`config.mk`:
```
export PLATFORM = sky130hd
export DESIGN_NAME = register_bank
export DESIGN_NICKNAME = d
export VERILOG_FILES = /design/src/hdl/stack_cpu_pkg.sv /design/src/hdl/register_bank.sv
export SDC_FILE = /design/constraint.sdc
export NUM_CORES = 1
export LEC_CHECK = 0
export BUFFER_PORTS_ARGS = -buffer_cell sky130_fd_sc_hd__buf_2
export CAP_MARGIN = 20
export CORE_MARGIN = 2
export CORE_UTILIZATION = 45
export CTS_CLUSTER_SIZE = 25
export DETAILED_ROUTE_END_ITERATION = 12
export GPL_ROUTABILITY_DRIVEN = 0
export SLEW_MARGIN = 20
export SYNTH_ARGS = -nofsm -noshare
export SYNTH_HDL_FRONTEND = slang
export SYNTH_SLANG_ARGS = --single-unit
```
`constraint.sdc`:
```
create_clock -name clk -period 3.6 [get_ports clk]
set_clock_uncertainty 0.05 [all_clocks]
set_input_delay 0.18 -clock clk [delete_from_list [all_inputs] [get_ports clk]]
set_output_delay 0.18 -clock clk [all_outputs]
set_load 0.05 [all_outputs]
```
`src/hdl/stack_cpu_pkg.sv`:
```
package stack_cpu_pkg;

	typedef logic [15:0] word_t;
	typedef logic [2:0] reg_idx_t;

	//////////////////////////////////////////////////////////////////////
	// instruction fields
	//////////////////////////////////////////////////////////////////////

	// bits 15..12
	typedef enum logic [3:0] {
		OP_STACK     = 4'd0,
		OP_ALU       = 4'd1,
		OP_BR_ALWAYS = 4'd2,
		OP_BR_C      = 4'd3,
		OP_BR_NC     = 4'd4,
		OP_BR_Z      = 4'd5,
		OP_BR_NZ     = 4'd6,
		OP_BR_V      = 4'd7,
		OP_BR_NV     = 4'd8,
		OP_BR_S      = 4'd9,
		OP_BR_NS     = 4'd10,
		OP_CALL      = 4'd11,
		OP_RET       = 4'd12
	} opcode_t;

	// bits 11..10 of an alu instruction
	typedef enum logic [1:0] {
		ALU_ADD = 2'd0,
		ALU_NEG = 2'd1,
		ALU_OR  = 2'd2,
		ALU_NOT = 2'd3
	} alu_fn_t;

	//////////////////////////////////////////////////////////////////////
	// sizes and reset values
	//////////////////////////////////////////////////////////////////////

	localparam int NUM_REGS = 8;
	localparam int IMEM_WORDS = 256;
	localparam int DMEM_WORDS = 256;
	localparam int IMEM_AW = $clog2(IMEM_WORDS);
	localparam int DMEM_AW = $clog2(DMEM_WORDS);

	localparam word_t PC_RESET = 16'h0000;
	// byte address, stack grows down from here
	localparam word_t SP_RESET = 16'h01F8;
	localparam word_t PC_STEP = 16'd2;

endpackage

```
`src/hdl/register_bank.sv`:
```
module register_bank (
	input logic clk,
	input logic reset,
	input logic write_en,
	input stack_cpu_pkg::reg_idx_t index,
	input stack_cpu_pkg::word_t write_data,
	output stack_cpu_pkg::word_t read_data
);
	import stack_cpu_pkg::*;

	word_t regs [NUM_REGS];

	// decoded write
	always_ff @(posedge clk or posedge reset)
	begin
		if (reset)
		begin
			for (int i = 0; i < NUM_REGS; i++)
			begin
				regs[i] <= '0;
			end
		end
		else if (write_en)
		begin
			regs[index] <= write_data;
		end
	end

	// same index for read, so a push reads rd
	assign read_data = regs[index];

endmodule

```
**Yosys cells after proc, flatten, opt, wreduce, memory -nomap -nowiden**

Index checks and enable logic that the tools add are counted.
Widths: inputs -> output; s select.

- Magnitude comparators: 2
- Reduce and logical (&&, ||, !) cells: 1
- Muxes and demuxes: 6
- Bitwise logic cells: 1

Operators with widths:

| cell | count |
|---|---|
| $bwmux 128 | 1 |
| $bmux 16 s3 | 1 |
| $demux 16 s3 | 1 |
| $mux 16 | 3 |
| $ge 4x4->1 const B | 1 |
| $lt 4x1->1 const B | 1 |
| $not 3->4 | 1 |
| $logic_and 1x1->1 | 1 |

- Register bits after elaboration: 128
- Output and inout bits: 16
- Input port bits: 22

**Longest topological paths before layout**

Gate-level depths: netlist of run 1.

- Depth in word-level cells: 6
- Mapped depth: 5
- Mapped depth without buffers: 2

**Worst setup path before layout of run 1**

Ideal clock, no wire load.

- Path kind: in2out
- From: in index[0]
- To: out read_data[0]
- Slack: 1.963 ns
- Required time: 3.370 ns
- Cell stages on the path: 5
- Data arrival time: 1.407 ns
- Path buffers: 3
- Path through: buf_6 -> buf_2 -> buf_2 -> mux4_2 -> mux2_2

- Cells in the longest elaborated chain, start to end: 4

Ends and longest elaborated chain:

| what | RTL line | text |
|---|---|---|
| from (decl) | register_bank.sv:5 | `input stack_cpu_pkg::reg_idx_t index,` |
| $not 3->4 (implied by the code) | register_bank.sv:30 | `assign read_data = regs[index];` |
| $bmux 16 s3 | register_bank.sv:30 |  |
| $mux 16 (implied by the code) (2 in series) | register_bank.sv:30 |  |
| to (decl) | register_bank.sv:7 | `output stack_cpu_pkg::word_t read_data` |

No other way between the ends. The select of a mux whose other input is x is not followed.

**Worst setup path after layout of run 1**

- From: in index[2]
- To: out read_data[4]

The elaborated chain is that of the path after synthesis.

==> summary.txt, run 1 <==
Yosys
  • Post-Syn Area: 0.00598 mm²
  • Largest family of logic cells by synthesized area: multiplexers
  • Mapped Nets: 357
  • Yosys top cell area share: 0.536
  • Adder-cell share of the synthesized area: 0
  • Area fraction in compound gates after synthesis: 0
  • Simple-gate share of the synthesized area: 0.0257
  • Mux cell area share after synthesis: 0.409
  • Synth cell types: 14
  • Top area cells in the synthesized netlist: dfrtp_1 54%, mux2_2 27%, mux4_1 12%
  • Avg Cell Area, Syn: 17.8 µm²
  • Syn Inst Count: 335
  • Synth area leader: dfrtp_1
  • #FFs+latches synth: 128
  • Synth Area in XOR/XNOR: 0
  • Sequential share of the synthesized area: 0.536
  • Yosys Warn Count: 0

Floorplanning
  • Core area: 0.0131 mm²
  • Width of the die: 119 µm
  • Initial Utilization: 0.457
  • IO Pins: 38
  • Die area: 0.0142 mm²
  • Die Y: 119 µm
  • FP Rows: 42

Clock tree
  • CTS Hold Bufs: 1
  • TritonCTS clock tree: yes
  • H-tree depth: 4
  • # clock sinks: 128
  • CTS Buf Count: 17
  • Clock buffer depth: 2
  • Post-CTS Setup Bufs: 0
  • Post-CTS Resized: 0
  • Root Driver: clkbuf_16
  • Clk_lat worst skew: 0.41 ns
  • Clock transition at path regs: 0.05 ns

Setup path
  • Kind of critical path: input port to output port
  • Setup crit end kind: output port
  • Worst path required time: 3.37 ns
  • WP data arrival: 2.30 ns
  • Worst-path fanout max: 34
  • Critical path startpoint category: input port

Timing
  • Fmax: 0.396 GHz
  • TNS Setup: 0 ns
  • Unrepaired setup endpoints after global routing: false
  • Setup-failing EPs final: 0
  • Min Hold Slack: 0.0294 ns
  • Fin crit period: 2.53 ns
  • Slew of the pin with the lowest slew margin: 1.00 ns
  • Final hold violation count: 0
  • Final Cycle Share: 0.702
  • Slew Limit Fails: 0
  • Worst relative slew slack: 0.332

Global route
  • GRT Util Overall: 0.177
  • Initial antenna violation count: 0
  • First-pass GRT wire length: 18500 µm
  • GR Overflow Total: 0
  • Pin count of the biggest net entering global routing: 65
  • Vias in the first global route: 3278

Layout
  • Final Cell Area: 0.00682 mm²
  • Antenna diodes: 0
  • Largest regs: regs: 128 flops
  • Commonest non-fill, non-tap cell in the layout: mux2_2
  • Layout cell share with drive strength beyond 1: 0.589
  • Area growth from synthesis to layout: 14.0%
  • Largest register FFs: 128
  • NumNets Final: 398
  • Most frequent cells in the layout: 143 x mux2_2, 128 x dfrtp_1, 37 x buf_2
  • Largest Register: regs

Route
  • DRC Markers: 0
  • Routed vias/inst: 5.54
  • DRT iter0 DRCs: 149
  • Pre-antenna DRT Iters: 4
  • DR vias: 3121
  • Number of routed nets with antenna violations: 0
  • Detail-routed net length per standard cell: 20.4 µm
  • Routed WL: 11500 µm

Place
  • Placed wire-length estimate: 6700 µm
  • Placed instance area: 0.00627 mm²
  • I/O Buffers: 37

Job
  • Max Cap Viol: 0

Run status
  • Status: completed

Power and ir drop
  • PD cells: 633 mW/mm²
  • Peak supply drop: 0.341 mV
  • Leak: 3.00 nW

Worst hold path
  • Worst hold path type: input port to flip-flop
through the flow:
step / cells / total power (W) / setup WS (ns) / utilization
6_report: 563 / 0.00432 / 1.07 / 0.521
5_1_grt: 563 / 0.00452 / 0.965 / 0.521
4_1_cts: 563 / 0.00437 / 1.06 / 0.521
3_5_place_dp: 532 / 0.00282 / 1.05 / 0.480
3_3_place_gp: 532 / 0.00278 / 1.08 / 0.480
2_1_floorplan: 335 / 0.00262 / 1.79 / -
final timing paths:
| check | depth (start not counted) | slack (ns) | start | end |
|---|---|---|---|---|
| setup / recovery | 5 | 1.07 | index[2] | read_data[4] |
| hold / removal | 2 | 0.03 | write_data[9] | regs[73] |
| setup reg to reg | 1 | 2.78 | regs[73] | regs[73] |
| hold reg to reg | 1 | 0.44 | regs[73] | regs[73] |
| max in group asynchronous | 4 | 2.27 | reset | regs[34] |
| min in group asynchronous | 3 | 0.35 | reset | regs[73] |
cell usage after synthesis (all sizes together):
| library cell | count |
|---|---|
| and4bb | 3 |
| dfrtp | 128 |
| mux2 | 144 |
| nand4 | 1 |
| nand4b | 3 |
| inv | 1 |
| nor4b | 1 |
| mux4 | 32 |
| buf | 22 |
logic make-up after synthesis:
| kind of cell | after synthesis |
|---|---|
| mux | 176 |
| simple gates | 8 |
| buf+inv | 23 |
| flops | 128 |
where the power goes:
part | leakage (nW) | switching (W) | internal (W) | total [W]
logic | 1.19 | 0.000426 | 0.000465 | 0.000892
clock network | 0.274 | 0.000580 | 0.000952 | 0.00153
registers | 1.54 | 0.000138 | 0.00176 | 0.00190
area by class of cell:
class	count	area (µm²)
Fill cell	1112	6270
Sequential cell	128	3200
Multi-Input combinational cell	184	2600
Clock buffer	23	498
Timing Repair Buffer	44	253
Tap cell	176	220
Clock inverter	7	35.0
Inverter	1	7.51
worst max-delay path, cell delays in order:
cell    delay [ns]
buf_2         0.75
buf_4         0.31
mux4_1        0.55
mux2_2        0.28
buf_2         0.21
routing by layer:
metal	part of all wire	GRT usage	wire length (µm)	vias to the layer above
li1	-	-	-	1386
met1	0.48	0.243	5500	1676
met2	0.47	0.269	5440	39
met3	0.026	0.0412	300	20
met4	0.020	0.0781	227	0
met5	0	0	0	-
Note: power is estimated with default switching activity, not from simulation.
==> run 2, diff against run 1 <==
Clock period 3.6 ns to 2.4 ns, I/O delays scaled along.
==> run 2 against run 1 <==
Clock-buffer cell count unchanged. Wire length increased by 3.7%. Via count increased by 3.0%. Register-to-register slack got worse by 1.2 ns. Non-clock buffer count increased by 25. Critical endpoint is now read_data[14]. Largest power group unchanged.
==> summary.txt, run 2 (synthesized netlist as in run 1, its figures left out) <==
Timing
  • Slew of the pin with the lowest slew margin: 0.596 ns (-0.406 ns)
  • Fmax: 0.504 GHz
  • Slew Limit Fails: 0 (unchanged)
  • TNS Setup: 0 ns (unchanged)
  • Final hold violation count: 0 (unchanged)
  • Final Cycle Share: 0.826
  • Worst relative slew slack: 0.602 (+0.270)
  • Fin crit period: 1.98 ns
  • Unrepaired setup endpoints after global routing: false
  • Min Hold Slack: 0.0260 ns (-0.00335 ns)
  • Setup-failing EPs final: 0 (unchanged)

Power and ir drop
  • Internal power: 0.00495 W (+56%)
  • Gate power share: 0.206 (about the same)
  • NetSw: 0.00173 W (+51%)
  • Leak: 3.14 nW (+4.6%)
  • PD cells: 936 mW/mm² (+48%)
  • Design Power: 0.00668 W (+55%)
  • Sequential power share: 0.427 (-0.012)
  • Net Sw Frac: 0.259 (-0.00628)
  • Peak supply drop: 0.438 mV (+29%)
  • Share of power burned in the clock network: 0.367 (+0.012)

Global route
  • Initial antenna violation count: 0 (unchanged)
  • GR Overflow Total: 0 (unchanged)
  • Pin count of the biggest net entering global routing: 70 (+7.7%)
  • GRT Util Overall: 0.183 (+0.00671)
  • First-pass GRT wire length: 19300 µm (+4.1%)
  • Vias in the first global route: 3401 (+3.8%)

Setup path
  • Kind of critical path: input port to output port
  • Worst path required time: 2.23 ns (-1.14 ns)
  • Slowest cell on crit path: mux4_1
  • CP cell instances: buf_2 > buf_12 > mux4_1 > mux2_2 > buf_2
  • Slowest stage delay, CP: 0.57 ns (-0.18 ns)
  • WP data arrival: 1.81 ns (-0.49 ns)
  • Cell mode on critical path: buf_2
  • Worst-path fanout max: 21 (-38%)
  • Critical path startpoint category: input port
  • Setup crit end kind: output port

Clock tree
  • Clock buffer depth: 2 (unchanged)
  • Post-CTS Setup Bufs: 0 (unchanged)
  • Clock transition at path regs: 0.05 ns (about the same)
  • CTS Buf Count: 17 (unchanged)
  • H-tree depth: 4 (unchanged)
  • Post-CTS Resized: 0 (unchanged)
  • Clk_lat worst skew: 0.41 ns (about the same)
  • # clock sinks: 128 (unchanged)
  • TritonCTS clock tree: yes
  • Root Driver: clkbuf_16
  • CTS Hold Bufs: 16 (+15)

Layout
  • Largest Register: regs
  • FF/Latch Area: 0.00320 mm² (unchanged)
  • Post-layout util: 0.545 (+0.0243)
  • Fill cells: 1053 (-5.3%)
  • Commonest non-fill, non-tap cell in the layout: mux2_2
  • Multi-input logic area: 0.00260 mm² (unchanged)
  • Antenna diodes: 0 (unchanged)
  • Final Cell Area: 0.00714 mm² (+4.7%)
  • Layout cell share with drive strength beyond 1: 0.573 (-0.0163)
  • Largest regs: regs: 128 flops
  • Largest register FFs: 128 (unchanged)
  • NumNets Final: 423 (+6.3%)
  • Most frequent cells in the layout: 143 x mux2_2, 128 x dfrtp_1, 37 x buf_2
  • Area growth from synthesis to layout: 19.3%

Floorplanning
  • Initial Utilization: 0.457 (unchanged)
  • Die area: 0.0142 mm² (unchanged)
  • Core area: 0.0131 mm² (unchanged)
  • Die Y: 119 µm (unchanged)
  • FP Rows: 42 (unchanged)
  • IO Pins: 38 (unchanged)
  • Width of the die: 119 µm (unchanged)

Route
  • DR vias: 3214 (+3.0%)
  • DRC Markers: 0 (unchanged)
  • Number of routed nets with antenna violations: 0 (unchanged)
  • Detail-routed net length per standard cell: 20.2 µm (-0.68%)
  • Pre-antenna DRT Iters: 4 (unchanged)
  • DRT iter0 DRCs: 127 (-15%)
  • Routed vias/inst: 5.47 (-1.4%)
  • Routed WL: 11900 µm (+3.7%)

Job
  • Max Cap Viol: 0 (unchanged)

Place
  • I/O Buffers: 37 (unchanged)
  • Placed wire-length estimate: 7420 µm (+11%)
  • Placed instance area: 0.00641 mm² (+2.2%)

Run status
  • Status: completed

Worst hold path
  • Worst hold path type: input port to flip-flop
run 2: cell types whose count changed in the layout (fill, tap and decap cells not counted), sizes merged:
cell / previous run / this run
buf: 43 / 53
dlygate4sd3: 1 / 16
clkinv: 7 / 5
bufinv: 0 / 2
run 2: critical path: cells and delay by family:
kind / cells / cell delay (ns)
multiplexers: 2 / 0.85
buffers and inverters: 3 / 0.84
run 2: final timing paths:
path / start / to / slack, ns / cells past startpoint
max reg2reg: regs[59] / regs[59] / 1.57 / 1
min in group asynchronous: reset / regs[55] / 0.27 / 3
min reg2reg: regs[18] / regs[18] / 0.44 / 1
max: index[2] / read_data[14] / 0.42 / 5
max in group asynchronous: reset / regs[1] / 1.18 / 4
min: write_data[0] / regs[64] / 0.03 / 2
run 2: power by group through the flow:
stage / clock network, W / logic, W / registers [W]
after floorplan: 0 / 0.00113 / 0.00280
after global placement: 0 / 0.00134 / 0.00287
after detailed placement: 0 / 0.00137 / 0.00289
after CTS: 0.00250 / 0.00140 / 0.00286
after global routing: 0.00261 / 0.00147 / 0.00291
final: 0.00245 / 0.00138 / 0.00285
run 2: area by class of cell:
cell class,count,area share
sequential,128,0.449
multi-input combinational,184,0.365
timing repair buffer,69,0.0757
clock buffer,23,0.0670
tap,176,0.0309
clock inverter,7,0.0119
inverter,1,0.00105
run 2: stage by stage:
stage | instances | setup WS (ns)
final | 588 | 0.417
after global routing | 588 | 0.354
after CTS | 588 | 0.401
after detailed placement | 542 | 0.402
after global placement | 542 | 0.401
after floorplan | 335 | 0.649
run 2: routing by layer:
layer / part of all wire / up-vias / global-route usage
li1: - / 1435 / -
met1: 0.47 / 1729 / 0.245
met2: 0.49 / 36 / 0.293
met3: 0.023 / 14 / 0.0417
met4: 0.016 / 0 / 0.0714
met5: 0 / - / 0
==> run 3, diff against run 2 <==
Clock period 2.4 ns to 1.8 ns, I/O delays scaled along.
==> run 3 against run 2 <==
The run now ends with setup timing left. Clock-buffer cell count grew 1. Combinational power grew 63%. Critical path depth shrank 2. Sequential share of layout area shrank 1.6 points. Wire length grew 2.7%. First-iteration DRC count grew 25%. Setup slack lost 0.47 ns. Critical endpoint is now read_data[9].
==> summary.txt, run 3 (synthesized netlist as in run 1, its figures left out) <==
Clock tree
  • H-tree depth: 4 (unchanged)
  • TritonCTS clock tree: yes
  • Clock buffer depth: 2 (unchanged)
  • Clk_lat worst skew: 0.41 ns (about the same)
  • # clock sinks: 128 (unchanged)
  • Root Driver: clkbuf_16
  • CTS Buf Count: 17 (unchanged)
  • Clock transition at path regs: 0.05 ns (about the same)

Layout
  • Largest regs: regs: 128 flops
  • Multi-input logic area: 0.00256 mm² (-1.6%)
  • Largest register FFs: 128 (unchanged)
  • Largest Register: regs
  • Antenna diodes: 0 (unchanged)
  • Layout cell share with drive strength beyond 1: 0.643 (+0.0705)
  • Fill cells: 1045 (-0.76%)
  • FF/Latch Area: 0.00320 mm² (unchanged)
  • Area growth from synthesis to layout: 23.6%
  • NumNets Final: 439 (+3.8%)
  • Most frequent cells in the layout: 128 x mux2_2, 128 x dfrtp_1, 30 x mux4_2

Floorplanning
  • Core area: 0.0131 mm² (unchanged)
  • FP Rows: 42 (unchanged)
  • Width of the die: 119 µm (unchanged)
  • Initial Utilization: 0.457 (unchanged)
  • Die Y: 119 µm (unchanged)
  • Die area: 0.0142 mm² (unchanged)
  • IO Pins: 38 (unchanged)

Route
  • DR vias: 3314 (+3.1%)
  • Routed vias/inst: 5.48 (+0.21%)
  • Detail-routed net length per standard cell: 20.2 µm (-0.16%)
  • Number of routed nets with antenna violations: 0 (unchanged)
  • DRC Markers: 0 (unchanged)
  • Pre-antenna DRT Iters: 6 (+2)
  • DRT iter0 DRCs: 159 (+25%)
  • Routed WL: 12200 µm (+2.7%)

Global route
  • First-pass GRT wire length: 20200 µm (+5.1%)
  • Pin count of the biggest net entering global routing: 68 (-2.9%)
  • Initial antenna violation count: 0 (unchanged)
  • GRT Util Overall: 0.191 (+0.00790)
  • Vias in the first global route: 3539 (+4.1%)
  • GR Overflow Total: 0 (unchanged)

Timing
  • Worst relative slew slack: 0.664 (+0.0624)
  • Slew Limit Fails: 0 (unchanged)
  • Min Hold Slack: 0.198 ns (+0.172 ns)
  • Slew of the pin with the lowest slew margin: 0.504 ns (-0.0923 ns)
  • Fin crit period: 1.86 ns
  • Final hold violation count: 0 (unchanged)
  • Unrepaired setup endpoints after global routing: true
  • Final Cycle Share: 1.03
  • Fmax: 0.538 GHz
  • Setup-failing EPs final: 16 (+16)
  • Final Worst Setup Slack: -0.0570 ns (-0.474 ns)

Setup path
  • CP cell instances: mux4_2 > mux2_4 > buf_8
  • Worst path required time: 1.66 ns (-0.57 ns)
  • FF-to-FF setup slack: 0.74 ns (-0.83 ns)
  • CP bufs+invs: 1 (-2)
  • Slowest cell on crit path: mux4_2
  • Kind of critical path: flip-flop to output port
  • WP data arrival: 1.72 ns (-0.09 ns)
  • Worst path top cell family by delay: multiplexers
  • Critical path startpoint category: flip-flop
  • Slowest stage delay, CP: 0.50 ns (-0.07 ns)
  • Worst-path fanout max: 2 (-90%)
  • Setup crit end kind: output port
  • Reg-to-reg endpoint: regs[64]
  • FF-to-FF path depth: 3 (+2)
  • Reg2reg start: regs[64]

Run status
  • Violated checks: setup timing
  • Status: finished with violations

Place
  • Post-Place Setup Slack: 0.122 ns (-0.280 ns)
  • I/O Buffers: 37 (unchanged)
  • Placed wire-length estimate: 7520 µm (+1.3%)

Worst hold path
  • WHS Endpoint: regs[47]
  • Worst hold path type: input port to flip-flop
  • Min-delay src: write_en
  • Hold path depth: 3 (+1)

Power and ir drop
  • Sequential power share: 0.412 (-0.015)
  • Leak: 3.22 nW (+2.5%)
  • Design Power: 0.00932 W (+40%)
  • Net Sw Frac: 0.258 (about the same)
  • Share of power burned in the clock network: 0.347 (-0.020)
  • PD cells: 1260 mW/mm² (+35%)
  • Gate power share: 0.242 (+0.036)
  • NetSw: 0.00241 W (+39%)
  • Internal power: 0.00691 W (+40%)
  • Peak supply drop: 0.570 mV (+30%)

Job
  • Max Cap Viol: 0 (unchanged)
## run 3: area by class of cell
cell class	instances	share of cell area
multi-input combinational	184	0.346
inverter	1	0.00102
clock buffer	24	0.0638
tap	176	0.0298
clock inverter	7	0.0115
timing repair buffer	85	0.114
sequential	128	0.433
## run 3: metal layers
layer	up-vias	GRT usage	part of all wire
li1	1448	-	-
met1	1795	0.264	0.47
met2	51	0.293	0.49
met3	20	0.0460	0.029
met4	0	0.0751	0.018
met5	-	0	0
## run 3: worst register-to-register path, cell delays in order, from the launching register on
cell	delay (ns)
dfrtp_1	0.38
buf_4	0.14
buf_4	0.12
mux2_2	0.26
## run 3: metrics by stage
step	instance area, µm²	TNS, ns	util	std cells
final	7390	-0.684	0.565	605
after global routing	7390	-1.46	0.565	605
after CTS	7360	-1.03	0.563	602
after detailed placement	6500	0	0.497	551
after global placement	6500	0	0.497	551
after floorplan	5980	0	-	335
## run 3: power by group through the flow
stage / sequential [W] / combinational (W) / clock (W)
2_1_floorplan: 0.00373 / 0.00151 / 0
3_3_place_gp: 0.00382 / 0.00181 / 0
3_5_place_dp: 0.00385 / 0.00186 / 0
4_1_cts: 0.00383 / 0.00225 / 0.00331
5_1_grt: 0.00391 / 0.00240 / 0.00343
6_report: 0.00384 / 0.00225 / 0.00323
## run 3: worst max path at each step
stage | from | end | cells past startpoint
final | regs[9] | read_data[9] | 3
after global routing | regs[62] | read_data[14] | 3
after CTS | regs[9] | read_data[9] | 3
after detailed placement | index[2] | read_data[3] | 5
after global placement | index[2] | read_data[3] | 5
after floorplan | reset | regs[0] | 1
## run 3: repair_timing
item,4_1_cts,5_1_grt
hold buffers,17,0
setup buffers,3,3
resized for setup,86,2
hold endpoints to repair,256,0
setup endpoints to repair,16,16
