## config.mk

```make
export PLATFORM = sky130hd
export DESIGN_NAME = status_flags
export DESIGN_NICKNAME = d
export VERILOG_FILES = /design/src/hdl/stack_cpu_pkg.sv /design/src/hdl/status_flags.sv
export SDC_FILE = /design/constraint.sdc
export NUM_CORES = 1
export LEC_CHECK = 0
export BUFFER_PORTS_ARGS = -buffer_cell sky130_fd_sc_hd__buf_2
export CAP_MARGIN = 30
export CORE_AREA = 2 2 39 41
export CTS_CLUSTER_SIZE = 40
export DETAILED_ROUTE_END_ITERATION = 8
export DIE_AREA = 0 0 41 43
export REMOVE_ABC_BUFFERS = 1
export SYNTH_ARGS = -nofsm -noshare
export SYNTH_HDL_FRONTEND = slang
export SYNTH_SLANG_ARGS = --single-unit
```

## constraint.sdc

```tcl
create_clock -name clk -period 3.25 [get_ports clk]
set_input_delay 0.4875 -clock clk [delete_from_list [all_inputs] [get_ports clk]]
set_output_delay 0.4875 -clock clk [all_outputs]
set_load 0.01 [all_outputs]
```

## src/hdl/stack_cpu_pkg.sv

```systemverilog
package stack_cpu_pkg;

	typedef logic [15:0] word_t;
	typedef logic [2:0] reg_idx_t;

	//////////////////////////////////////////////////////////////////////
	// instruction fields
	//////////////////////////////////////////////////////////////////////

	// bits 15..12
	typedef enum logic [3:0] {
		OP_STACK     = 4'd0,
		OP_ALU       = 4'd1,
		OP_BR_ALWAYS = 4'd2,
		OP_BR_C      = 4'd3,
		OP_BR_NC     = 4'd4,
		OP_BR_Z      = 4'd5,
		OP_BR_NZ     = 4'd6,
		OP_BR_V      = 4'd7,
		OP_BR_NV     = 4'd8,
		OP_BR_S      = 4'd9,
		OP_BR_NS     = 4'd10,
		OP_CALL      = 4'd11,
		OP_RET       = 4'd12
	} opcode_t;

	// bits 11..10 of an alu instruction
	typedef enum logic [1:0] {
		ALU_ADD = 2'd0,
		ALU_NEG = 2'd1,
		ALU_OR  = 2'd2,
		ALU_NOT = 2'd3
	} alu_fn_t;

	//////////////////////////////////////////////////////////////////////
	// sizes and reset values
	//////////////////////////////////////////////////////////////////////

	localparam int NUM_REGS = 8;
	localparam int IMEM_WORDS = 256;
	localparam int DMEM_WORDS = 256;
	localparam int IMEM_AW = $clog2(IMEM_WORDS);
	localparam int DMEM_AW = $clog2(DMEM_WORDS);

	localparam word_t PC_RESET = 16'h0000;
	// byte address, stack grows down from here
	localparam word_t SP_RESET = 16'h01F8;
	localparam word_t PC_STEP = 16'd2;

endpackage

```

## src/hdl/status_flags.sv

```systemverilog
module status_flags (
	input logic clk,
	input logic reset,
	input logic write_en,
	input logic carry_in,
	input logic overflow_in,
	input logic zero_in,
	input logic sign_in,
	input stack_cpu_pkg::opcode_t cond,
	output logic branch_taken
);
	import stack_cpu_pkg::*;

	logic carry_q;
	logic overflow_q;
	logic zero_q;
	logic sign_q;

	always_ff @(posedge clk or posedge reset)
	begin
		if (reset)
		begin
			carry_q <= 1'b0;
			overflow_q <= 1'b0;
			zero_q <= 1'b0;
			sign_q <= 1'b0;
		end
		else if (write_en)
		begin
			carry_q <= carry_in;
			overflow_q <= overflow_in;
			zero_q <= zero_in;
			sign_q <= sign_in;
		end
	end

	// flag or its inverse, per condition code
	always_comb
	begin
		case (cond)
			OP_BR_ALWAYS: branch_taken = 1'b1;
			OP_BR_C:      branch_taken = carry_q;
			OP_BR_NC:     branch_taken = ~carry_q;
			OP_BR_Z:      branch_taken = zero_q;
			OP_BR_NZ:     branch_taken = ~zero_q;
			OP_BR_V:      branch_taken = overflow_q;
			OP_BR_NV:     branch_taken = ~overflow_q;
			OP_BR_S:      branch_taken = sign_q;
			OP_BR_NS:     branch_taken = ~sign_q;
			default:      branch_taken = 1'b0;
		endcase
	end

endmodule

```

# Word level (Yosys, flattened, before mapping)
# Cells that the tools add are included.
[classes] n_mux=1 n_eq_ne=9 n_bitwise=4
[op_table] cell="equality test 4 x 3 -> 1 bit, second input constant" n=4
[op_table] cell="equality test 4 bit, second input constant" n=3
[op_table] cell="case mux 1 bit (9 select lines)" n=1
[op_table] cell="equality test 4 x 2 -> 1 bit, second input constant" n=2
[op_table] cell="inverter 1 bit" n=4
[totals] word_cells=18 in_bits=11 regBits=4

# Logic depth before layout (Yosys ltp)
# Gate-level depths: netlist of the first run.
[logic_depth] ltp_word=2 ltp_mapped=4

# Worst setup path after synthesis of the first run
# No wires, ideal clock.
[synth_timing] path_kind="input to output" startpoint="input port cond[1]" endpoint="output port branch_taken" cell_stages=3 setup_slack_ns=1.653 arrival_time_ns=1.110 t_required_ns=2.762 n_path_buf=0 cell_sequence="nor2b_4 -> a21o_1 -> a221o_1"
[synth_via] elab_chain_cells=2 word_cells_on_any_way=10 classes_between="9 x eq/ne; 1 x mux"
[synth_rtl] item="from (decl)" line="status_flags.sv:9" text="input stack_cpu_pkg::opcode_t cond,"
[synth_rtl] item="equality test 4 bit (tied with other cells)" line="status_flags.sv:40" text="case (cond)"
[synth_rtl] item="case mux 1 bit (9 select lines) (*)" line="status_flags.sv:40"
[synth_rtl] item="to (decl)" line="status_flags.sv:10" text="output logic branch_taken"
# Every way passes the cells marked *; elsewhere a longest branch is shown, timed or not.

# Worst setup path after layout of the first run
# Ends and elaborated chain as after synthesis.

==> results of run 1 <==
layer usage:
metal  track usage  wire [um]  vias to the layer above
met2        0.0625        176                       11
met4        0.0600          0                        0
met1        0.0912        237                      100
li1              -          -                      127
met3        0.0314         56                        0
met5             0          0                        -
layout make-up:
class | instances | area (sq um) | share of cell area
clock buffers | 3 | 22.5 | 0.0655
inverters | 4 | 15.0 | 0.0436
multi-input cells | 20 | 131 | 0.382
flip-flops and latches | 4 | 100 | 0.291
well taps | 16 | 20.0 | 0.0582
repair buffers | 11 | 55.1 | 0.160
metrics by stage:
| stage | total power (uW) | instance area [sq um] | std cells | hold slack, ns | utilization |
|---|---|---|---|---|---|
| after floorplan | 74.7 | 246 | 28 | 0.254 | - |
| after global placement | 87.2 | 322 | 55 | 0.372 | 0.232 |
| after detailed placement | 87.6 | 322 | 55 | 0.375 | 0.232 |
| after CTS | 152 | 344 | 58 | 0.122 | 0.249 |
| after global routing | 159 | 344 | 58 | 0.130 | 0.249 |
| final | 147 | 344 | 58 | 0.125 | 0.249 |
registers in the layout, indices dropped and copies added, names as in the netlist:
| signal | count |
|---|---|
| carry_q | 1 |
| overflow_q | 1 |
| sign_q | 1 |
| zero_q | 1 |
cell families after synthesis:
logic type | after synthesis
simple gates | 9
mux | 2
buf+inv | 4
flops | 4
compound gates | 9
final timing paths:
| kind | end | depth (start not counted) |
|---|---|---|
| worst min-delay path | overflow_q | 2 |
| max in group asynchronous | zero_q | 2 |
| worst max-delay path | branch_taken | 5 |
| worst max register to register | zero_q | 1 |
| worst min register to register | carry_q | 1 |
| min in group clk | sign_q | 3 |
power groups by stage:
stage	logic, uW	registers [uW]	clock network [uW]
after global placement	28.4	58.8	0
after detailed placement	28.6	59.0	0
after CTS	28.7	58.4	65.1
after global routing	32.1	58.9	67.9
after floorplan	16.7	58.1	0
final	28.2	58.2	60.8
cell usage in the layout, fill, tap and decap left out, drive strengths merged:
| cell type | synthesis | final |
|---|---|---|
| nor3 | 1 | 1 |
| inv | 4 | 4 |
| clkbuf | 0 | 3 |
| nor2 | 1 | 1 |
| nand3 | 1 | 1 |
| a21oi | 1 | 1 |
| dfrtp | 4 | 4 |
| nor2b | 1 | 1 |
| a21o | 1 | 1 |
| a221o | 1 | 1 |
| and2b | 1 | 1 |
| buf | 0 | 11 |
| a211oi | 1 | 1 |
| mux2 | 2 | 2 |
| a31oi | 1 | 1 |
| nand2 | 3 | 3 |
| nand2b | 1 | 1 |
| o21ai | 4 | 4 |
==> out/results.md, run 1 <==
| Group | Quantity | Reported |
|---|---|---|
| outcome | Run status | completed |
| sta | Relative slew slack | 0.872 |
| yosys | Portion of the post-synthesis area used by sequential elements | 0.406 |
| sta | Setup repair after global routing missed its margin | false |
| floorplanning | FP Rows | 14 |
| floorplanning | Total Die Area | 0.00176 sq mm |
| clock tree | Buffers inserted during post-CTS setup optimization | 0 |
| yosys | Average footprint of a synthesized cell | 8.80 sq um |
| sta | Final setup fails | 0 |
| critical path | Worst reg2reg path startpoint | zero_q |
| route | Detail Route Antenna Nets | 0 |
| yosys | Mapped Cells | 28 |
| critical path | CP startpoint kind | primary input |
| clock tree | TritonCTS clock tree | yes |
| critical path | Crit path largest cell delay | 0.33 ns |
| critical path | R2r setup slk | 2.42 ns |
| critical path | CP Class | primary input to output port |
| job | MaxCap Viol Count | 0 |
| sta | Setup ws final | 1.41 ns |
| global route | Number of global-route vias before repair | 192 |
| yosys | Synth Register Bits | 4 |
| clock tree | Maximum root-to-sink buffer count | 2 |
| yosys | Most common library cells after synthesis | 4 x sky130_fd_sc_hd__dfrtp_1, 4 x sky130_fd_sc_hd__inv_1, 4 x sky130_fd_sc_hd__o21ai_0 |
| yosys | Dominant combinational cell family by area after synthesis | compound AO/OA/AOI/OAI gates |
| global route | Number of antenna violations at the first check in global routing | 0 |
| final layout | Share of layout cells above drive strength 1 | 0.357 |
| sta | Min cycle time layout | 1.84 ns |
| yosys | Top cells by area, synth | sky130_fd_sc_hd__dfrtp_1 41%, sky130_fd_sc_hd__mux2_1 9.1%, sky130_fd_sc_hd__o21ai_0 8.1%, sky130_fd_sc_hd__inv_1 6.1%, sky130_fd_sc_hd__nor2b_4 5.6% |
| placement | Post-place setup slack | 1.41 ns |
| yosys | Count of different cell masters after synthesis | 16 |
| route | Starting DRC count in detailed routing | 1 |
| critical path | Critical path required time | 2.76 ns |
| route | Count of unresolved DRC violations after routing | 0 |
| yosys | Cell type with the largest total area after synthesis | sky130_fd_sc_hd__dfrtp_1 |
| clock tree | Deepest level of the CTS H-tree | 1 |
| critical path | Worst path arrival time | 1.35 ns |
| floorplanning | Core region area | 0.00138 sq mm |
| pwr | Sw frac | 0.245 |
| critical path | Maximum fanout count along the critical path | 5 |
| global route | Total congestion overflow after global routing | 0 |
| sta | Slew at the pin closest to its max-slew limit | 0.191 ns |
| final layout | Ant diodes | 0 |
| clock tree | Hold Buf Count CTS | 0 |
| critical path | Combined buffer and inverter count along the critical path | 2 |
| sta | Hold violation count in the final report | 0 |
| final layout | Filler cell count in the final layout | 146 |
| sta | Total negative slack for setup checks | 0 ns |
| pwr | Leak | 0.000178 uW |
| placement | Count of input and output buffers | 11 |
| route | Total vias in the final route | 238 |
| critical path | Beginning of the critical path | cond[1] |
| clock tree | Clock slew at reported path FFs | 0.04 ns |
| clock tree | Number of resized instances in the post-cts repair step | 0 |
| yosys | Xor and xnor fraction of the mapped netlist area | 0 |
| clock tree | Clock buffers created by TritonCTS | 3 |
| clock tree | Number of clock sinks | 4 |
| critical path | Cell with the biggest individual delay on the critical path | sky130_fd_sc_hd__a221o_1 |
| yosys | Post-synthesis adder-cell area fraction | 0 |
| critical path | CP endpoint kind | output port |
| clock tree | Buffer cell driving the clock tree root | sky130_fd_sc_hd__clkbuf_4 |
| yosys | Simple-gate share of the synthesized area | 0.213 |
| global route | Maximum number of pins on one net before global-route repair | 7 |
| route | Vias per cell | 4.10 |
| floorplanning | Starting utilization of the core area | 0.178 |
| route | Total detailed-routing wirelength | 470 um |
| final layout | Layout Area Growth over Synthesis | 39.6% |
| pwr | P per Cell Area | 428 mW/mm^2 |
| yosys | Proportion of synthesized area in mux cells | 0.0914 |
| route | Detail-routed net length per standard cell | 8.10 um |
| critical path | CP Cell Sequence | buf_2 > nor2b_4 > a21o_1 > a221o_1 > buf_2 |
| pwr | Clock network power share | 0.413 |
| yosys | Top_reg_cell synth | sky130_fd_sc_hd__dfrtp_1 |
| route | First-pass DRT Iterations | 3 |
| yosys | Warnings, synthesis | 0 |
| sta | Clock Skews | 0 ns |
| min path | Min-Delay Path Class | primary input to asynchronous set/reset pin |
| floorplanning | I/O pin total | 12 |
| pwr | Switch Pwr | 36.1 uW |
| sta | Upper clock frequency limit | 545 MHz |
| clock tree | Clock insertion delay at the later pin of the skew report | 0.23 ns |
| sta | Period utilization | 0.565 |
| floorplanning | Vert. Die Dim | 43 um |
| placement | Routability congestion estimate from global placement | 0.555 |
| yosys | Area fraction of the dominant cell type after synthesis | 0.406 |
| yosys | Share of synthesized registers carrying an async set or reset | 1.00 |
| critical path | CP top delay family | compound AO/OA/AOI/OAI gates |
| yosys | Count of flip-flops with a built-in enable after synthesis | 0 |
| sta | Final Max Slew Viols | 0 |
| yosys | Post-synthesis compound-gate area fraction | 0.228 |
| global route | First-pass GRT wire length | 710 um |
| pwr | Power share of the combinational group | 0.192 |
| final layout | Number of nets at the end of the flow | 55 |
| yosys | Cell Area, Synth | 246 sq um |
| pwr | Relative contribution of sequential cells to total power | 0.395 |
| pwr | VDD IR max | 222 uV |
| floorplanning | Width of the die | 41 um |
| pwr | Internal power | 111 uW |
| global route | Gr usage total | 0.0635 |
| critical path | Critical path's most frequent cell | sky130_fd_sc_hd__buf_2 |
Note: power is estimated with default switching activity, not from simulation.
==> run 2: changes to the inputs <==
- clock period: 3.25 -> 1.6 ns (I/O delays scaled with it)
==> run 2 against run 1 <==
Sequential power grew 100%. Flip-flop and latch count is the same. Count of clock-buffer cells in the layout is the same. Sequential share of layout area shrank 1.8 points. Cell count grew 1.7%. Worst hold slack gained 0.092 ns. Non-clock buffer count grew 1. Global-route usage grew 1.1 points. Critical path type is now flop to output port. Critical endpoint unchanged. Largest cell class unchanged.
==> out/results.md, run 2 (synthesis gave the netlist of run 1 again) <==
| Group | Quantity | Reported |
|---|---|---|
| sta | Final setup fails | 0 |
| sta | Relative slew slack | 0.867 |
| critical path | Worst reg2reg path startpoint | zero_q |
| critical path | Maximum fanout count along the critical path | 3 |
| floorplanning | Vert. Die Dim | 43 um |
| min path | Min-Delay Path Class | primary input to flop |
| critical path | Beginning of the critical path | carry_q |
| final layout | Post-route cell area | 367 sq um |
| route | Total vias in the final route | 247 |
| sta | Clock Skews | 0 ns |
| route | First-pass DRT Iterations | 2 |
| sta | Period utilization | 0.970 |
| route | Vias per cell | 4.19 |
| placement | Post-place setup slack | 0.259 ns |
| final layout | FF/Latch Area | 100 sq um |
| final layout | Area used by multi-input combinational logic | 144 sq um |
| global route | Gr usage total | 0.0745 |
| sta | Upper clock frequency limit | 644 MHz |
| critical path | Worst path arrival time | 1.31 ns |
| global route | Maximum number of pins on one net before global-route repair | 7 |
| placement | Post-detail-place hpwl | 418 um |
| placement | Count of input and output buffers | 11 |
| sta | Hold violation count in the final report | 0 |
| clock tree | Buffer cell driving the clock tree root | sky130_fd_sc_hd__clkbuf_4 |
| min path | Worst hold path startpoint | overflow_in |
| route | Detail Route Antenna Nets | 0 |
| final layout | Number of nets at the end of the flow | 56 |
| clock tree | Maximum root-to-sink buffer count | 2 |
| final layout | Commonest non-fill, non-tap cells in the layout | 11 x sky130_fd_sc_hd__buf_2, 4 x sky130_fd_sc_hd__inv_1, 4 x sky130_fd_sc_hd__dfrtp_1 |
| route | Detail-routed net length per standard cell | 9.73 um |
| floorplanning | Core region area | 0.00138 sq mm |
| outcome | Run status | completed |
| sta | Slew at the pin closest to its max-slew limit | 0.199 ns |
| floorplanning | Total Die Area | 0.00176 sq mm |
| sta | Setup repair after global routing missed its margin | false |
| global route | First-pass GRT wire length | 841 um |
| route | Starting DRC count in detailed routing | 7 |
| final layout | Layout Area Growth over Synthesis | 48.7% |
| clock tree | Number of clock sinks | 4 |
| critical path | Critical path required time | 1.36 ns |
| clock tree | TritonCTS clock tree | yes |
| final layout | Most frequent standard cell in the layout excluding fill and tap cells | sky130_fd_sc_hd__buf_2 |
| floorplanning | Width of the die | 41 um |
| sta | Final Max Slew Viols | 0 |
| route | Total detailed-routing wirelength | 574 um |
| pwr | Leak | 0.000191 uW |
| global route | Number of antenna violations at the first check in global routing | 0 |
| floorplanning | FP Rows | 14 |
| sta | Total negative slack for setup checks | 0 ns |
| clock tree | Deepest level of the CTS H-tree | 1 |
| floorplanning | Starting utilization of the core area | 0.178 |
| global route | Number of global-route vias before repair | 212 |
| route | Count of unresolved DRC violations after routing | 0 |
| sta | Setup ws final | 0.0483 ns |
| pwr | VDD IR max | 320 uV |
| clock tree | Clock insertion delay at the later pin of the skew report | 0.23 ns |
| placement | Area of placed instances | 322 sq um |
| pwr | P per Cell Area | 844 mW/mm^2 |
| floorplanning | I/O pin total | 12 |
| job | MaxCap Viol Count | 0 |
| critical path | CP endpoint kind | output port |
| clock tree | Clock buffers created by TritonCTS | 3 |
| critical path | CP Class | flop to output port |
| critical path | CP startpoint kind | flop |
| global route | Total congestion overflow after global routing | 0 |
| sta | Min cycle time layout | 1.55 ns |
| sta | Hold_ws | 0.217 ns |
| final layout | Filler cell count in the final layout | 159 |
| final layout | Share of layout cells above drive strength 1 | 0.395 |
| clock tree | Clock slew at reported path FFs | 0.04 ns |
| final layout | Ant diodes | 0 |
| placement | Routability congestion estimate from global placement | 0.593 |
run 2: what timing repair did:
item	4_1_cts	5_1_grt
hold endpoints to repair	4	0
gates resized for setup	0	3
setup endpoints to repair	0	1
setup buffers	0	0
hold buffers	1	0
run 2: stage by stage:
step,instances,utilization,power [uW]
floorplan,28,-,152
global placement,55,0.232,178
detailed placement,55,0.232,179
CTS,59,0.256,313
global route,59,0.265,330
finish,59,0.265,309
run 2: worst paths after layout:
kind / to / slack [ns] / cells after the start
min in group asynchronous: sign_q / 0.43 / 3
worst max-delay path: branch_taken / 0.05 / 5
worst max register to register: zero_q / 0.77 / 1
max in group asynchronous: zero_q / 1.01 / 3
worst min-delay path: overflow_q / 0.22 / 3
worst min register to register: carry_q / 0.54 / 1
run 2: cell type report:
class	count	area share
multi-input cells	20	0.392
repair buffers	12	0.177
clock buffers	3	0.0614
well taps	16	0.0546
flip-flops and latches	4	0.273
inverters	4	0.0410
run 2: power breakdown:
group,switching (uW),internal [uW]
logic,30.8,35.4
registers,7.50,111
clock network,40.5,83.9
run 2: worst max-delay path, cell delays in order, from the launching register on:
cell and delay (ns):
sky130_fd_sc_hd__dfrtp_1 0.39, sky130_fd_sc_hd__nand2b_4 0.15, sky130_fd_sc_hd__nand3_2 0.06, sky130_fd_sc_hd__o21ai_1 0.06, sky130_fd_sc_hd__a221o_1 0.28, sky130_fd_sc_hd__buf_2 0.14
run 2: metal layers:
metal | vias up | GRT usage | wire length (um)
met2 | 11 | 0.0875 | 229
met1 | 107 | 0.101 | 298
met3 | 0 | 0.0157 | 46
met5 | - | 0 | 0
met4 | 0 | 0.0800 | 0
li1 | 129 | - | -
==> run 3: changes to the inputs <==
- clock period: 1.6 -> 1.9 ns (I/O delays scaled with it)
==> run 3 against run 2 <==
Non-clock buffer count unchanged. First-iteration DRC count down 71%. Register-to-register slack better by 0.30 ns. Global-route usage down 1.0 points. Die area unchanged. Worst hold slack better by 0.046 ns. Sequential power down 16%. Critical path depth unchanged. Sequential share of layout area up 0.96 points. Largest power group unchanged. Highest routed layer unchanged.
==> out/results.md, run 3 (synthesis gave the netlist of run 1 again) <==
| Group | Quantity | Reported |
|---|---|---|
| outcome | Run status | completed |
| final layout | Ant diodes | 0 |
| route | Detail Route Antenna Nets | 0 |
| route | Count of unresolved DRC violations after routing | 0 |
| global route | Number of global-route vias before repair | 194 |
| critical path | CP endpoint kind | output port |
| final layout | Filler cell count in the final layout | 145 |
| critical path | Worst flop-to-flop path endpoint | zero_q |
| clock tree | TritonCTS clock tree | yes |
| critical path | Critical path required time | 1.62 ns |
| route | Starting DRC count in detailed routing | 2 |
| min path | Min-Delay Path Class | primary input to flop |
| job | MaxCap Viol Count | 0 |
| global route | Gr usage total | 0.0645 |
| floorplanning | Core region area | 0.00138 sq mm |
| floorplanning | Starting utilization of the core area | 0.178 |
| sta | Hold_ws | 0.263 ns |
| critical path | Register-to-Register Path Depth | 1 |
| route | Total detailed-routing wirelength | 528 um |
| floorplanning | I/O pin total | 12 |
| route | First-pass DRT Iterations | 4 |
| critical path | Maximum fanout count along the critical path | 3 |
| clock tree | Clock insertion delay at the later pin of the skew report | 0.23 ns |
| final layout | Layout Area Growth over Synthesis | 43.7% |
| clock tree | Number of resized instances in the post-cts repair step | 0 |
| critical path | CP Class | flop to output port |
| final layout | Number of nets at the end of the flow | 56 |
| placement | Post-detail-place hpwl | 399 um |
| clock tree | Clock buffers created by TritonCTS | 3 |
| sta | Clock Skews | 0 ns |
| sta | Final Max Slew Viols | 0 |
| global route | Maximum number of pins on one net before global-route repair | 7 |
| floorplanning | Total Die Area | 0.00176 sq mm |
| critical path | CP startpoint kind | flop |
| sta | Final setup fails | 0 |
| sta | Slew at the pin closest to its max-slew limit | 0.197 ns |
| clock tree | Number of clock sinks | 4 |
| sta | Setup repair after global routing missed its margin | false |
| clock tree | Deepest level of the CTS H-tree | 1 |
| min path | Worst hold path startpoint | overflow_in |
| clock tree | Buffers inserted during post-CTS setup optimization | 0 |
| critical path | Capture point of the critical path | branch_taken |
| global route | Number of antenna violations at the first check in global routing | 0 |
| sta | Hold violation count in the final report | 0 |
| pwr | Design Power | 255 uW |
| pwr | P per Cell Area | 721 mW/mm^2 |
| critical path | Beginning of the critical path | carry_q |
| sta | Upper clock frequency limit | 621 MHz |
| final layout | FF/Latch Area | 100 sq um |
| floorplanning | Vert. Die Dim | 43 um |
| critical path | R2r setup slk | 1.07 ns |
| placement | Routability congestion estimate from global placement | 0.587 |
| clock tree | Maximum root-to-sink buffer count | 2 |
| clock tree | Buffer cell driving the clock tree root | sky130_fd_sc_hd__clkbuf_4 |
| final layout | Post-Route Utilization | 0.256 |
| sta | Min cycle time layout | 1.61 ns |
| final layout | Area used by multi-input combinational logic | 131 sq um |
| placement | Area of placed instances | 322 sq um |
| critical path | Worst reg2reg path startpoint | zero_q |
| clock tree | Clock slew at reported path FFs | 0.04 ns |
| sta | Relative slew slack | 0.868 |
| critical path | Worst path arrival time | 1.32 ns |
| global route | First-pass GRT wire length | 731 um |
| final layout | Post-route cell area | 354 sq um |
| floorplanning | FP Rows | 14 |
| pwr | Leak | 0.000183 uW |
| final layout | Share of layout cells above drive strength 1 | 0.349 |
| route | Vias per cell | 4.32 |
| global route | Total congestion overflow after global routing | 0 |
| sta | Period utilization | 0.847 |
| placement | Count of input and output buffers | 11 |
| final layout | Commonest non-fill, non-tap cells in the layout | 11 x sky130_fd_sc_hd__buf_2, 4 x sky130_fd_sc_hd__inv_1, 4 x sky130_fd_sc_hd__o21ai_0, 4 x sky130_fd_sc_hd__dfrtp_1 |
| final layout | Most frequent standard cell in the layout excluding fill and tap cells | sky130_fd_sc_hd__buf_2 |
| sta | Total negative slack for setup checks | 0 ns |
| route | Total vias in the final route | 255 |
| route | Detail-routed net length per standard cell | 8.95 um |
| floorplanning | Width of the die | 41 um |
| pwr | VDD IR max | 372 uV |
==> run 3: changes by cell type in the layout (fill, tap and decap cells not counted) <==
cell,change
sky130_fd_sc_hd__nand2b_1,+1
sky130_fd_sc_hd__nand2b_4,-1
sky130_fd_sc_hd__nand3_1,+1
sky130_fd_sc_hd__nand3_2,-1
sky130_fd_sc_hd__o21ai_1,-1
sky130_fd_sc_hd__o21ai_0,+1
==> run 3: worst min path at each step <==
stage                      end  slack (ns)  cells after the start
detailed placement      zero_q        0.18                      2
floorplan              carry_q        0.05                      1
global route           carry_q        0.28                      2
finish              overflow_q        0.26                      3
CTS                 overflow_q        0.25                      3
global placement       carry_q        0.17                      2
==> run 3: final cells by class <==
| type | instances | area share |
|---|---|---|
| Clock buffer | 3 | 0.0636 |
| Inverter | 4 | 0.0424 |
| Tap cell | 16 | 0.0565 |
| Sequential cell | 4 | 0.283 |
| Timing Repair Buffer | 12 | 0.184 |
| Multi-Input combinational cell | 20 | 0.371 |
==> run 3: through the flow <==
step	std cells	setup slack, ns
detailed placement	55	0.462
CTS	59	0.267
global route	59	0.231
global placement	55	0.456
floorplan	28	0.663
finish	59	0.291
==> run 3: what timing repair did <==
action                     CTS  global route
hold endpoints to repair     4             0
hold buffers                 1             0
setup endpoints to repair    0             0
==> run 3: routing by layer <==
layer	track usage	wire, um	vias to the layer above
li1	-	-	128
met3	0.0157	53	0
met4	0.0600	0	0
met1	0.0912	259	116
met5	0	0	-
met2	0.0750	215	11
==> run 3: worst max-delay path, cell delays in order (launching register included) <==
cell and delay [ns]:
sky130_fd_sc_hd__dfrtp_1 0.38, sky130_fd_sc_hd__nand2b_1 0.14, sky130_fd_sc_hd__nand3_1 0.07, sky130_fd_sc_hd__o21ai_0 0.07, sky130_fd_sc_hd__a221o_1 0.29, sky130_fd_sc_hd__buf_2 0.14
==> run 3: where the power goes <==
| part | total, uW | internal (uW) | switching [uW] | leakage, uW |
|---|---|---|---|---|
| sequential | 99.8 | 93.8 | 6.00 | 0.0000477 |
| clock | 105 | 70.6 | 34.2 | 0.0000138 |
| combinational | 50.7 | 27.2 | 23.5 | 0.000121 |
| total | 255 | 192 | 63.7 | 0.000183 |
